===== src/hdl/fetch_pkg.sv =====
package fetch_pkg;

  // ====================
  // program counter and line types
  // ====================

  // byte address of one instruction
  typedef logic [31:0] pc_t;

  // pc without the 4 offset bits
  typedef logic [27:0] line_addr_t;

  // four 32-bit instructions, lowest address in bits 31:0
  typedef logic [127:0] line_t;

  // line fetched after reset, from 32'h8000_0000
  localparam line_addr_t RESET_LINE = 28'h800_0000;

  // ====================
  // line queue
  // ====================

  localparam int QUEUE_DEPTH = 4;

  // two index bits plus a wrap bit
  localparam int QUEUE_PTR_W = 3;

  // occupancy 0 to 4
  typedef logic [2:0] queue_count_t;

  // one buffered line and its error mark
  typedef struct packed {
    line_t line;
    logic  fault;
  } queue_entry_t;

endpackage

===== src/hdl/line_bus_pkg.sv =====
package line_bus_pkg;

  // ====================
  // read channel
  // ====================

  // read response codes
  typedef enum logic [1:0] {
    RESP_OKAY   = 2'b00,
    RESP_EXOKAY = 2'b01,
    RESP_SLVERR = 2'b10,
    RESP_DECERR = 2'b11
  } resp_e;

  // read address, from the requester
  typedef struct packed {
    logic        valid;
    logic [31:0] addr;
  } ar_req_t;

  // read data, from the memory
  typedef struct packed {
    logic            valid;
    fetch_pkg::line_t data;
    resp_e           resp;
  } r_rsp_t;

  // ====================
  // requester FSM
  // ====================

  // one read outstanding at most
  typedef enum logic {
    REQ_IDLE = 1'b0,
    REQ_WAIT = 1'b1
  } req_state_e;

endpackage


===== src/hdl/fetch_frontend.sv =====
`timescale 1ns/10ps

module fetch_frontend (
  input  logic                    clk,
  input  logic                    rst_n,
  input  logic                    flush_i,
  input  fetch_pkg::pc_t          pc_i,
  output line_bus_pkg::ar_req_t   ar_o,
  input  logic                    ar_ready_i,
  input  line_bus_pkg::r_rsp_t    r_i,
  output logic                    r_ready_o,
  output logic                    inst_valid_o,
  output logic [31:0]             inst_o,
  output logic                    inst_fault_o
);

  // requester to queue
  logic                    push;
  fetch_pkg::queue_entry_t push_entry;

  // queue status
  logic                    q_full;
  logic                    q_empty;
  fetch_pkg::queue_count_t q_count;

  // selector to queue and requester
  logic                    pop;
  fetch_pkg::queue_entry_t head;
  fetch_pkg::line_addr_t   base_line;

  line_requester u_line_requester (
    .clk          (clk),
    .rst_n        (rst_n),
    .flush_i      (flush_i),
    .base_line_i  (base_line),
    .q_full_i     (q_full),
    .q_count_i    (q_count),
    .ar_o         (ar_o),
    .ar_ready_i   (ar_ready_i),
    .r_i          (r_i),
    .r_ready_o    (r_ready_o),
    .push_o       (push),
    .push_entry_o (push_entry)
  );

  line_queue u_line_queue (
    .clk          (clk),
    .rst_n        (rst_n),
    .flush_i      (flush_i),
    .push_i       (push),
    .push_entry_i (push_entry),
    .pop_i        (pop),
    .head_o       (head),
    .empty_o      (q_empty),
    .full_o       (q_full),
    .count_o      (q_count)
  );

  inst_select u_inst_select (
    .clk          (clk),
    .rst_n        (rst_n),
    .pc_i         (pc_i),
    .q_empty_i    (q_empty),
    .head_i       (head),
    .pop_o        (pop),
    .base_line_o  (base_line),
    .inst_valid_o (inst_valid_o),
    .inst_o       (inst_o),
    .inst_fault_o (inst_fault_o)
  );

endmodule


===== src/hdl/inst_select.sv =====
`timescale 1ns/10ps

module inst_select (
  input  logic                      clk,
  input  logic                      rst_n,
  input  fetch_pkg::pc_t            pc_i,
  input  logic                      q_empty_i,
  input  fetch_pkg::queue_entry_t   head_i,
  output logic                      pop_o,
  output fetch_pkg::line_addr_t     base_line_o,
  output logic                      inst_valid_o,
  output logic [31:0]               inst_o,
  output logic                      inst_fault_o
);

  // line the queue head stands for
  fetch_pkg::line_addr_t base_line_q;

  fetch_pkg::line_addr_t pc_line;
  logic                  line_hit;
  logic [1:0]            word_sel;

  // ====================
  // line tracking
  // ====================

  assign pc_line  = pc_i[31:4];
  assign line_hit = (pc_line == base_line_q);

  // pc left the head line, so the head is used up
  assign pop_o = !line_hit && !q_empty_i;

  always_ff @(posedge clk) begin
    if (rst_n) begin
      base_line_q <= fetch_pkg::RESET_LINE;
    end else if (!line_hit) begin
      base_line_q <= pc_line;
    end
  end

  assign base_line_o = base_line_q;

  // ====================
  // instruction word
  // ====================

  assign word_sel = pc_i[3:2];

  always_comb begin
    case (word_sel)
      2'd0:    inst_o = head_i.line[31:0];
      2'd1:    inst_o = head_i.line[63:32];
      2'd2:    inst_o = head_i.line[95:64];
      default: inst_o = head_i.line[127:96];
    endcase
  end

  // stalled core keeps pc still, head stays valid
  assign inst_valid_o = line_hit && !q_empty_i;

  // error mark of the whole line
  assign inst_fault_o = inst_valid_o && head_i.fault;

endmodule


===== src/hdl/line_queue.sv =====
`timescale 1ns/10ps

module line_queue (
  input  logic                      clk,
  input  logic                      rst_n,
  input  logic                      flush_i,
  input  logic                      push_i,
  input  fetch_pkg::queue_entry_t   push_entry_i,
  input  logic                      pop_i,
  output fetch_pkg::queue_entry_t   head_o,
  output logic                      empty_o,
  output logic                      full_o,
  output fetch_pkg::queue_count_t   count_o
);

  localparam int PTR_MSB = fetch_pkg::QUEUE_PTR_W - 1;

  fetch_pkg::queue_entry_t mem [fetch_pkg::QUEUE_DEPTH];

  logic [PTR_MSB:0]        wr_ptr_q;
  logic [PTR_MSB:0]        rd_ptr_q;
  fetch_pkg::queue_count_t count_q;

  logic push_ok;
  logic pop_ok;

  // ====================
  // status
  // ====================

  // same index, wrap bit decides
  assign empty_o = (wr_ptr_q == rd_ptr_q);
  assign full_o  = (wr_ptr_q == {~rd_ptr_q[PTR_MSB], rd_ptr_q[PTR_MSB-1:0]});
  assign count_o = count_q;

  assign push_ok = push_i && !full_o;
  assign pop_ok  = pop_i && !empty_o;

  assign head_o = mem[rd_ptr_q[PTR_MSB-1:0]];

  // ====================
  // storage
  // ====================

  always_ff @(posedge clk) begin
    if (push_ok) begin
      mem[wr_ptr_q[PTR_MSB-1:0]] <= push_entry_i;
    end
  end

  // pointers and count, flush over push
  always_ff @(posedge clk) begin
    if (rst_n || flush_i) begin
      wr_ptr_q <= '0;
      rd_ptr_q <= '0;
      count_q  <= '0;
    end else begin
      if (push_ok) begin
        wr_ptr_q <= wr_ptr_q + 1'b1;
      end
      if (pop_ok) begin
        rd_ptr_q <= rd_ptr_q + 1'b1;
      end
      case ({push_ok, pop_ok})
        2'b10:   count_q <= count_q + 1'b1;
        2'b01:   count_q <= count_q - 1'b1;
        default: count_q <= count_q;
      endcase
    end
  end

endmodule


===== src/hdl/line_requester.sv =====
`timescale 1ns/10ps

module line_requester (
  input  logic                      clk,
  input  logic                      rst_n,
  input  logic                      flush_i,
  input  fetch_pkg::line_addr_t     base_line_i,
  input  logic                      q_full_i,
  input  fetch_pkg::queue_count_t   q_count_i,
  output line_bus_pkg::ar_req_t     ar_o,
  input  logic                      ar_ready_i,
  input  line_bus_pkg::r_rsp_t      r_i,
  output logic                      r_ready_o,
  output logic                      push_o,
  output fetch_pkg::queue_entry_t   push_entry_o
);

  line_bus_pkg::req_state_e state_q;
  line_bus_pkg::req_state_e state_d;

  fetch_pkg::line_addr_t next_line;
  logic [31:0]           fresh_addr;
  logic [31:0]           ar_addr;
  logic                  ar_valid;
  logic                  ar_hs;
  logic                  r_hs;

  // address held while the memory stalls the ar channel
  logic        ar_hold_q;
  logic [31:0] ar_addr_q;

  // response in flight belongs to a line before a flush
  logic drop_q;

  // ====================
  // read address
  // ====================

  // next line to fetch sits right behind the buffered ones
  assign next_line  = base_line_i + fetch_pkg::line_addr_t'(q_count_i);
  assign fresh_addr = {next_line, 4'b0000};
  assign ar_addr    = ar_hold_q ? ar_addr_q : fresh_addr;

  // no request while reset is held
  assign ar_valid = !rst_n && (state_q == line_bus_pkg::REQ_IDLE) && !q_full_i && !push_o;
  assign ar_hs    = ar_valid && ar_ready_i;

  assign ar_o = '{valid: ar_valid, addr: ar_addr};

  always_ff @(posedge clk) begin
    if (rst_n) begin
      ar_hold_q <= 1'b0;
    end else begin
      ar_hold_q <= ar_valid && !ar_ready_i;
    end
  end

  always_ff @(posedge clk) begin
    ar_addr_q <= ar_addr;
  end

  // ====================
  // read data
  // ====================

  assign r_ready_o = (state_q == line_bus_pkg::REQ_WAIT);
  assign r_hs      = r_i.valid && r_ready_o;

  // stale lines are thrown away here
  assign push_o             = r_hs && !drop_q;
  assign push_entry_o.line  = r_i.data;
  assign push_entry_o.fault = (r_i.resp != line_bus_pkg::RESP_OKAY);

  // ====================
  // FSM
  // ====================

  always_comb begin
    state_d = state_q;
    case (state_q)
      line_bus_pkg::REQ_IDLE: begin
        if (ar_hs) begin
          state_d = line_bus_pkg::REQ_WAIT;
        end
      end
      line_bus_pkg::REQ_WAIT: begin
        // a flush does not cut the read short since the line still comes back
        if (r_hs) begin
          state_d = line_bus_pkg::REQ_IDLE;
        end
      end
      default: begin
        state_d = line_bus_pkg::REQ_IDLE;
      end
    endcase
  end

  always_ff @(posedge clk) begin
    if (rst_n) begin
      state_q <= line_bus_pkg::REQ_IDLE;
    end else begin
      state_q <= state_d;
    end
  end

  // flush while an address is out or still offered marks its line stale
  always_ff @(posedge clk) begin
    if (rst_n) begin
      drop_q <= 1'b0;
    end else if (r_hs) begin
      drop_q <= 1'b0;
    end else if (flush_i && (r_ready_o || ar_valid)) begin
      drop_q <= 1'b1;
    end
  end

endmodule


===== config.mk =====
export PLATFORM = sky130hd
export DESIGN_NAME = fetch_frontend
export DESIGN_NICKNAME = d
export VERILOG_FILES = /design/src/hdl/fetch_pkg.sv /design/src/hdl/line_bus_pkg.sv /design/src/hdl/fetch_frontend.sv /design/src/hdl/inst_select.sv /design/src/hdl/line_queue.sv /design/src/hdl/line_requester.sv
export SDC_FILE = /design/constraint.sdc
export NUM_CORES = 1
export LEC_CHECK = 0
export ABC_AREA = 1
export BUFFER_PORTS_ARGS = -buffer_cell sky130_fd_sc_hd__buf_2
export CAP_MARGIN = 0
export CORE_MARGIN = 2
export CORE_UTILIZATION = 50
export CTS_BUF_LIST = sky130_fd_sc_hd__clkbuf_8
export DETAILED_ROUTE_END_ITERATION = 8
export GPL_TIMING_DRIVEN = 0
export PLACE_DENSITY_LB_ADDON = 0.15
export SYNTH_ARGS = -nofsm -noshare
export SYNTH_HDL_FRONTEND = slang
export SYNTH_SLANG_ARGS = --single-unit

===== constraint.sdc =====
create_clock -name clk -period 10.2 [get_ports clk]
set_input_delay 2.04 -clock clk [delete_from_list [all_inputs] [get_ports clk]]
set_output_delay 2.04 -clock clk [all_outputs]
set_load 0.02 [all_outputs]

# [Word-level counts from Yosys, hierarchy flattened]
# Memory sizes are Yosys's and may differ from the RTL's. A register that Yosys moved wholly into a read port is not among the register bits.
# Cells that the tools add are included.
[classes] add_sub_neg=5 n_eq_ne=7 n_mux=10 bitwise=2 n_reduce_logical=26
[op_table] operator="32-bit case mux with 3 select lines" count=1
[op_table] operator="32-bit two-way mux" count=1
[op_table] operator="28-bit by 3-bit adder with 28-bit output" count=1
[op_table] operator="28-bit == test" count=1
[op_table] operator="1-bit logical AND" count=13
[op_table] operator="3-bit by 1-bit adder with 3-bit output (second input constant)" count=3
[op_table] operator="1-bit logical NOT" count=7
[op_table] operator="3-bit == test" count=2
[op_table] operator="3-bit case mux with 2 select lines" count=1
[op_table] operator="2-bit by 1-bit == test with 1-bit output (second input constant)" count=2
[op_table] operator="2-bit == test (second input constant)" count=2
[op_table] operator="1-bit two-way mux" count=4
[op_table] operator="2-bit two-way mux" count=2
[op_table] operator="2-bit nonzero test" count=2
[op_table] operator="3-bit by 1-bit subtractor with 3-bit output (second input constant)" count=1
[op_table] operator="2-bit logical NOT" count=1
[op_table] operator="1-bit logical OR" count=2
[op_table] operator="1-bit NOT" count=2
[op_table] operator="1-bit case mux with 2 select lines" count=1
[op_table] operator="2-bit OR reduction" count=1
[word_totals] regBits=72 mem_bits_rw=516 input_bits=167 output_inout_bits=68 wordCells=59 n_memories=1
[memory_table] name="u_line_queue.mem" words=4 width=129 rd=1 rd_clocked_by_memory_dff=1 write_ports=1 line_no="line_queue.sv:18" text="fetch_pkg::queue_entry_t mem [fetch_pkg::QUEUE_DEPTH];"

# [Depth between registers and ports, before layout]
# Gate-level depths: netlist (run 1).
[depth] word_depth=8 depth_mapped=15 ltp_nobuf=15

# [Modules after synthesis]
# From an unflattened synthesis (run 1), not the netlist that was laid out.
[hier_totals] cells_unflattened=2161 hier_area_um2=24765.0
[modules_own_cells] module="line_queue" n_inst=1 cells_per_inst=1345 area_per_inst_um2=19785.2 seq_area_each_um2=15715.1
[modules_own_cells] module="line_requester" n_inst=1 cells_per_inst=470 area_per_inst_um2=2996.6 seq_area_each_um2=700.7
[modules_own_cells] module="inst_select" n_inst=1 cells_per_inst=346 area_per_inst_um2=1983.2 seq_area_each_um2=560.5

# [Least setup slack after synthesis (run 1)]
# Ideal clock, no wire load.
[synth_timing] path_type="input port to flip-flop" startpoint="in r_i[130] (netlist bit)" endpoint="mem u_line_queue.mem[3][0] (netlist bit), enable pin" setup_ns=0.622 arrival_ns=7.763 required_ns=9.578 setup_slack_ns=1.816 path_stages=4 path_buffers=0 path_cell_list="nand2_1 -> nor2_1 -> nand2_2 -> nor2_1"
[synth_via] elab_chain_len=5
[synth_rtl] item="from (decl)" line_no="fetch_frontend.sv:10" text="input line_bus_pkg::r_rsp_t r_i,"
[synth_rtl] item="1-bit logical AND" line_no="line_requester.sv:67" text="assign r_hs = r_i.valid && r_ready_o;"
[synth_rtl] item="1-bit logical AND" line_no="line_requester.sv:70" text="assign push_o = r_hs && !drop_q;"
[synth_rtl] item="1-bit logical AND" line_no="line_queue.sv:36" text="assign push_ok = push_i && !full_o;"
[synth_rtl] item="1-bit two-way mux" line_no="line_queue.sv:46" text="if (push_ok) begin"
[synth_rtl] item="1-bit two-way mux (not written as such)" line_no="line_queue.sv:47" text="mem[wr_ptr_q[PTR_MSB-1:0]] <= push_entry_i;"
[synth_rtl] item="to (decl)" line_no="line_queue.sv:18"
# No other way between the ends.

# [Worst setup path after layout (run 1)]
[layout_timing] startpoint="in pc_i[3]" endpoint="out inst_o[15]"
[layout_via] elab_chain_len=2 word_cells_on_any_way=4 cone_classes="2 x eq/ne; 1 x mux; 1 x reduce/logical"
[layout_rtl] item="from (decl)" line_no="fetch_frontend.sv:7" text="input fetch_pkg::pc_t pc_i,"
[layout_rtl] item="2-bit == test (tied with other cells)" line_no="inst_select.sv:50" text="case (word_sel)"
[layout_rtl] item="32-bit case mux with 3 select lines *" line_no="inst_select.sv:50"
[layout_rtl] item="to (decl)" line_no="fetch_frontend.sv:13" text="output logic [31:0] inst_o,"
# Every way passes the cells marked *; elsewhere a longest branch is shown, timed or not.

==> results.md, run 1 <==
* Status: complete, no violations
* Leakage at 10.2 nW
* Setup Fix Bufs, Post-CTS at 0
* Setup crit start kind: primary input
* H-Tree Level Count at 3
* Yosys cell types at 38
* Layout fillers at 3772
* #FFs+latches synth at 590
* Worst setup EP type: output port
* Synth Instances at 1945
* Delay of the slowest cell on the worst path at 600 ps
* Clock Latency Late Sink at 700 ps
* Crit path buf inv count at 3
* Area grow syn2layout at 17.8%
* CTS Hold Bufs at 0
* Initial antenna violation count at 14
* Final Skew at 32.3 ps
* Number of port buffers at 232
* Most used cell, CP: buf_2
* DP Worst Slack at 4080 ps
* Sequential area share after synthesis at 0.725
* Worst slew pin tran at 979 ps
* Maximum clock path buffer count at 3
* Detailed placement HPWL at 44800 um
* Die area at 48600 um^2
* Worst endpoint data arrival time at 4110 ps
* Post-Syn Area at 23400 um^2
* 1st-pass router iterations at 5
* CTS root buf: clkbuf_8
* Largest net degree at the start of global routing at 29
* Syn_nets at 2123
* Placed cells at 2806
* Final WS setup at 4050 ps
* PostCTS Resize Cnt at 0
* Slew Limit Fails at 0
* Die Y at 220 um
* Worst vdd rail ir drop at 0.105 mV
* Top cell type's share of synthesized area at 0.662
* Worst-path clk slew at 60 ps
* Vias post-DR at 16500
* Initial Util at 0.505
* Fin. Hold Viols at 0
* Worst Path Required at 8160 ps
* Critical Path Slowest Stage Cell: clkbuf_1
* CTS Sinks at 590
* Hold WS at 430 ps
* Post-Layout Cell Count at 2983
* Fraction of layout cells with a size suffix above 1 at 0.191
* Worst-path maximum fanout at 10
* GR Util All Layers at 0.266
* Final Cycle Share at 0.603
* Delay-heaviest family, CP: simple AND/OR/NAND/NOR gates
* Unrepaired setup endpoints after global routing: no
* Total CTS buffers at 95
* Final ANT Viol Nets at 0
* Synth Warn # at 0
* Syn Area/Cell at 12.0 um^2
* Vias per cell at 5.52
* CP Cell Sequence: buf_2 -> nor2_1 -> clkbuf_1 -> nand3_1 -> nand4_1 -> buf_2
* Core area at 46400 um^2
* # setup viols final at 0
* Rel. slew slack at 0.345
* Setup TNS at 0 ps
* CTS tree: built
* Grt ovf at 0
* Final WL at 64900 um
* Vias in the first global route at 15500
* Fmax achieved at 0.163 GHz
* Commonest non-fill, non-tap cell in the layout: edfxtp_1
* Core Rows at 79
* Final GP Congestion at 0.852
* Min cycle time layout at 6150 ps
* Final net count at 2474
* Area leader, netlist: edfxtp_1
* CP Class: in2out
* Maxcap violations at 0
* Top Ports at 235
* Most frequent cells in the layout: edfxtp_1, nand2_1, buf_2
* Die width at 220 um
* First-pass GRT wire length at 94200 um
* Top post-synthesis cells by area: edfxtp_1, dfxtp_1, o21ai_0
* Drt wl/cell at 21.8 um
* First DRT Iteration DRCs at 1800
* Drt drc at 0
* Power per standard cell area at 178 nW/um^2
* Hold/Removal Path Class: reg2reg
cells by family after synthesis:
family | share of synthesized area
simple gates | 0.128
flops | 0.725
compound gates | 0.0887
buf+inv | 0.0377
xor+xnor | 0.0142
fa+ha+maj | 0.00652
worst min-delay path, cell delays in order (launching register included):
cell and delay, ps:
dfxtp_1 290, nand2_1 50, inv_1 40
flip-flops by register name, indices dropped and copies added (netlist names), named ones only:
signal                      flops
u_line_queue.mem              516
u_line_requester.ar_addr_q     32
u_inst_select.base_line_o      28
u_line_queue.count_o            3
u_line_queue.rd_ptr_q           3
u_line_queue.wr_ptr_q           3
u_line_requester.ar_hold_q      1
u_line_requester.drop_q         1
u_line_requester.r_ready_o      1
metrics by stage:
stage / instance area [um^2] / total power [mW] / util
6_report: 27600 / 4.91 / 0.595
5_1_grt: 27600 / 5.08 / 0.594
2_1_floorplan: 23400 / 2.94 / -
3_5_place_dp: 25900 / 3.12 / 0.558
3_3_place_gp: 25300 / 3.11 / 0.546
4_1_cts: 27500 / 4.94 / 0.594
final timing paths:
path	startpoint	endpoint	slack [ps]	depth (start not counted)
setup / recovery	pc_i[3]	inst_o[15]	4050	6
hold / removal	u_line_requester.ar_addr_q[1]	u_line_requester.ar_addr_q[1]	430	2
setup reg to reg	u_line_queue.wr_ptr_q[2]	u_line_queue.mem[1][9]	7470	7
hold reg to reg	u_line_requester.ar_addr_q[1]	u_line_requester.ar_addr_q[1]	430	2
final cells by class:
cell class	instances	area (um^2)	share of cell area
plain buffers	110	523	0.0190
clock buffers	98	1350	0.0489
diodes	13	32.5	0.00118
repair buffers	254	1660	0.0603
multi-input cells	1149	5580	0.202
well taps	607	759	0.0275
clock inverters	66	337	0.0122
inverters	96	360	0.0131
flip-flops and latches	590	17000	0.616
routing by layer:
metal / vias to the layer above / routed length (um) / GRT usage
met1: 7940 / 26800 / 0.380
met3: 137 / 6370 / 0.0583
met2: 753 / 29700 / 0.405
met5: - / 61 / 0
met4: 10 / 1910 / 0.0953
li1: 7631 / - / -
where the power goes:
part / internal, mW / leakage [nW] / switching, mW
logic: 0.123 / 4.03 / 0.272
clock network: 0.918 / 0.948 / 0.922
registers: 2.66 / 5.26 / 0.0155
synthesized netlist by cell type:
| cell | n |
|---|---|
| edfxtp_1 | 516 |
| nand2_4 | 1 |
| nor3_2 | 4 |
| a22o_1 | 1 |
| fa_1 | 2 |
| a21oi_1 | 37 |
| xnor2_1 | 30 |
| or2_2 | 2 |
| nor3_4 | 1 |
| inv_2 | 6 |
| nand3b_1 | 1 |
| nand4_1 | 39 |
| o21ai_0 | 234 |
| nand2_1 | 296 |
| a31oi_1 | 2 |
| o21ai_1 | 8 |
| nand2_2 | 5 |
| o21a_1 | 1 |
| a31o_2 | 1 |
| o31ai_1 | 1 |
| xor2_1 | 8 |
| nor2_4 | 2 |
| o22ai_1 | 98 |
| nand3_1 | 85 |
| ha_1 | 9 |
| buf_2 | 46 |
| o21bai_1 | 2 |
| buf_4 | 4 |
| or2_0 | 1 |
| nand3_2 | 2 |
| nor3_1 | 1 |
| buf_6 | 5 |
| nor2_2 | 2 |
| a211oi_1 | 1 |
| dfxtp_1 | 74 |
| inv_1 | 90 |
| nor2_1 | 272 |
| clkbuf_1 | 55 |
Power figures use the tool's default switching activity.
==> inputs of run 2 (changes only) <==
- clock period: 10.2 -> 6.5 ns (I/O delays scaled with it)
==> run 2 against run 1 <==
  * Core utilization about the same
  * Routed wire length up 1.3%
  * Hold slack worse by 0.86 ps
  * Final cell count up 0.17%
==> results.md, run 2 (synthesized netlist as in run 1, its figures left out) <==
* First DRT Iteration DRCs at 1705 (-5.3%)
* Final GP Congestion at 0.851 (about the same)
* CTS tree: built
* Leakage at 10.3 nW (+0.50%)
* Detailed placement HPWL at 45000 um (+0.37%)
* 1st-pass router iterations at 5 (unchanged)
* First-pass GRT wire length at 95200 um (+1.2%)
* Rel. slew slack at 0.334 (-0.0110)
* Fmax achieved at 0.211 GHz
* Critical Path Slowest Stage Cell: nor2_1
* Fin. Hold Viols at 0 (unchanged)
* Delay of the slowest cell on the worst path at 750 ps (+150 ps)
* Initial antenna violation count at 11 (-3)
* # setup viols final at 0 (unchanged)
* Area grow syn2layout at 17.9% (about the same)
* Fraction of layout cells with a size suffix above 1 at 0.193 (+0.00172)
* Maximum clock path buffer count at 3 (unchanged)
* Vias per cell at 5.54 (+0.28%)
* Final Core Density at 0.595 (about the same)
* Die area at 48600 um^2 (unchanged)
* Final net count at 2473 (-0.040%)
* Worst Path Required at 5200 ps (-2960 ps)
* Final Skew at 22.5 ps (-9.81 ps)
* Total CTS buffers at 96 (+1.1%)
* Commonest non-fill, non-tap cell in the layout: edfxtp_1
* Number of port buffers at 232 (unchanged)
* Unrepaired setup endpoints after global routing: no
* Vias in the first global route at 15500 (-0.013%)
* Layout fillers at 3769 (-0.080%)
* Largest net degree at the start of global routing at 29 (unchanged)
* Post-DP Area at 25800 um^2 (-0.36%)
* Initial Util at 0.505 (unchanged)
* CP Class: in2out
* Power per standard cell area at 285 nW/um^2 (+60%)
* Final WL at 65700 um (+1.3%)
* Die width at 220 um (unchanged)
* Maxcap violations at 0 (unchanged)
* Placed cells at 2804 (-0.071%)
* CTS Hold Bufs at 0 (unchanged)
* Finished Cell Area at 27600 um^2 (about the same)
* Top Ports at 235 (unchanged)
* H-Tree Level Count at 3 (unchanged)
* Min cycle time layout at 4730 ps
* CTS root buf: clkbuf_8
* Drt wl/cell at 22.0 um (+1.1%)
* Most frequent cells in the layout: edfxtp_1, nand2_1, buf_2
* Worst setup EP type: output port
* Post-Layout Cell Count at 2988 (+0.17%)
* Vias post-DR at 16500 (+0.45%)
* Slew Limit Fails at 0 (unchanged)
* Worst vdd rail ir drop at 0.197 mV (+89%)
* Drt drc at 0 (unchanged)
* Core Rows at 79 (unchanged)
* Delay-heaviest family, CP: simple AND/OR/NAND/NOR gates
* Worst endpoint data arrival time at 3430 ps (-680 ps)
* Die Y at 220 um (unchanged)
* Clock Latency Late Sink at 690 ps (about the same)
* Hold/Removal Path Class: reg2reg
* PostCTS Resize Cnt at 0 (unchanged)
* Final WS setup at 1770 ps (-2280 ps)
* Crit path buf inv count at 4 (+1)
* Most used cell, CP: buf_2
* CP Cell Sequence: buf_2 -> inv_1 -> nor2_1 -> clkbuf_1 -> nand2_1 -> nand4_1 -> buf_2
* Worst-path clk slew at 50 ps (about the same)
* Setup Fix Bufs, Post-CTS at 0 (unchanged)
* Final ANT Viol Nets at 0 (unchanged)
* CTS Sinks at 590 (unchanged)
* DP Worst Slack at 1770 ps (-2310 ps)
* Setup crit start kind: primary input
* Worst-path maximum fanout at 10 (unchanged)
* Status: complete, no violations
* Grt ovf at 0 (unchanged)
* Core area at 46400 um^2 (unchanged)
* Final Cycle Share at 0.728
* Max FFs per register at 516 (unchanged)
* Worst slew pin tran at 996 ps (+16.4 ps)
* GR Util All Layers at 0.269 (+0.00239)
[run 2: changes by cell type in the layout (fill, tap and decap cells not counted), sizes merged]
cell / delta
inv: +6
bufinv: +2
clkinvlp: +1
diode: -5
clkinv: -2
clkbuf: +5
buf: -2
[run 2: metrics by stage]
stage | hold WS [ps] | TNS [ps] | power [mW]
after detailed placement | 417 | 0 | 4.89
after floorplan | 427 | -421550 | 4.61
after global placement | 414 | -2453800 | 4.88
final | 429 | 0 | 7.86
after global routing | 448 | 0 | 8.13
after CTS | 431 | 0 | 7.90
[run 2: area by class of cell]
| cell class | instances | area, um^2 | share of cell area |
|---|---|---|---|
| diodes | 8 | 20.0 | 0.000725 |
| plain buffers | 110 | 523 | 0.0190 |
| clock buffers | 103 | 1420 | 0.0514 |
| clock inverters | 73 | 392 | 0.0142 |
| inverters | 96 | 360 | 0.0131 |
| multi-input cells | 1149 | 5580 | 0.202 |
| flip-flops and latches | 590 | 17000 | 0.615 |
| well taps | 607 | 759 | 0.0275 |
| repair buffers | 252 | 1570 | 0.0569 |
[run 2: layer usage]
metal,GRT usage,wire length (um),vias up
li1,-,-,7645
met1,0.379,27600,8079
met2,0.427,31100,716
met3,0.0561,5790,95
met4,0.0738,1170,10
met5,0,61,-
[run 2: path summary, 6_finish.rpt]
check	startpoint	end	slack [ps]	depth (start not counted)
worst max-delay path	pc_i[3]	inst_o[9]	1770	7
worst min register to register	u_line_requester.ar_addr_q[3]	u_line_requester.ar_addr_q[3]	430	2
worst min-delay path	u_line_requester.ar_addr_q[3]	u_line_requester.ar_addr_q[3]	430	2
worst max register to register	u_line_queue.wr_ptr_q[2]	u_line_queue.mem[1][109]	3790	7
[run 2: where the power goes]
group	switching [mW]	total, mW	internal, mW
combinational	0.427	0.618	0.192
clock	1.46	3.04	1.58
sequential	0.0247	4.20	4.17
[run 2: worst min-delay path, cell delays in order, from the launching register on]
cell     delay [ps]
dfxtp_1         290
nand2_1          50
inv_1            40
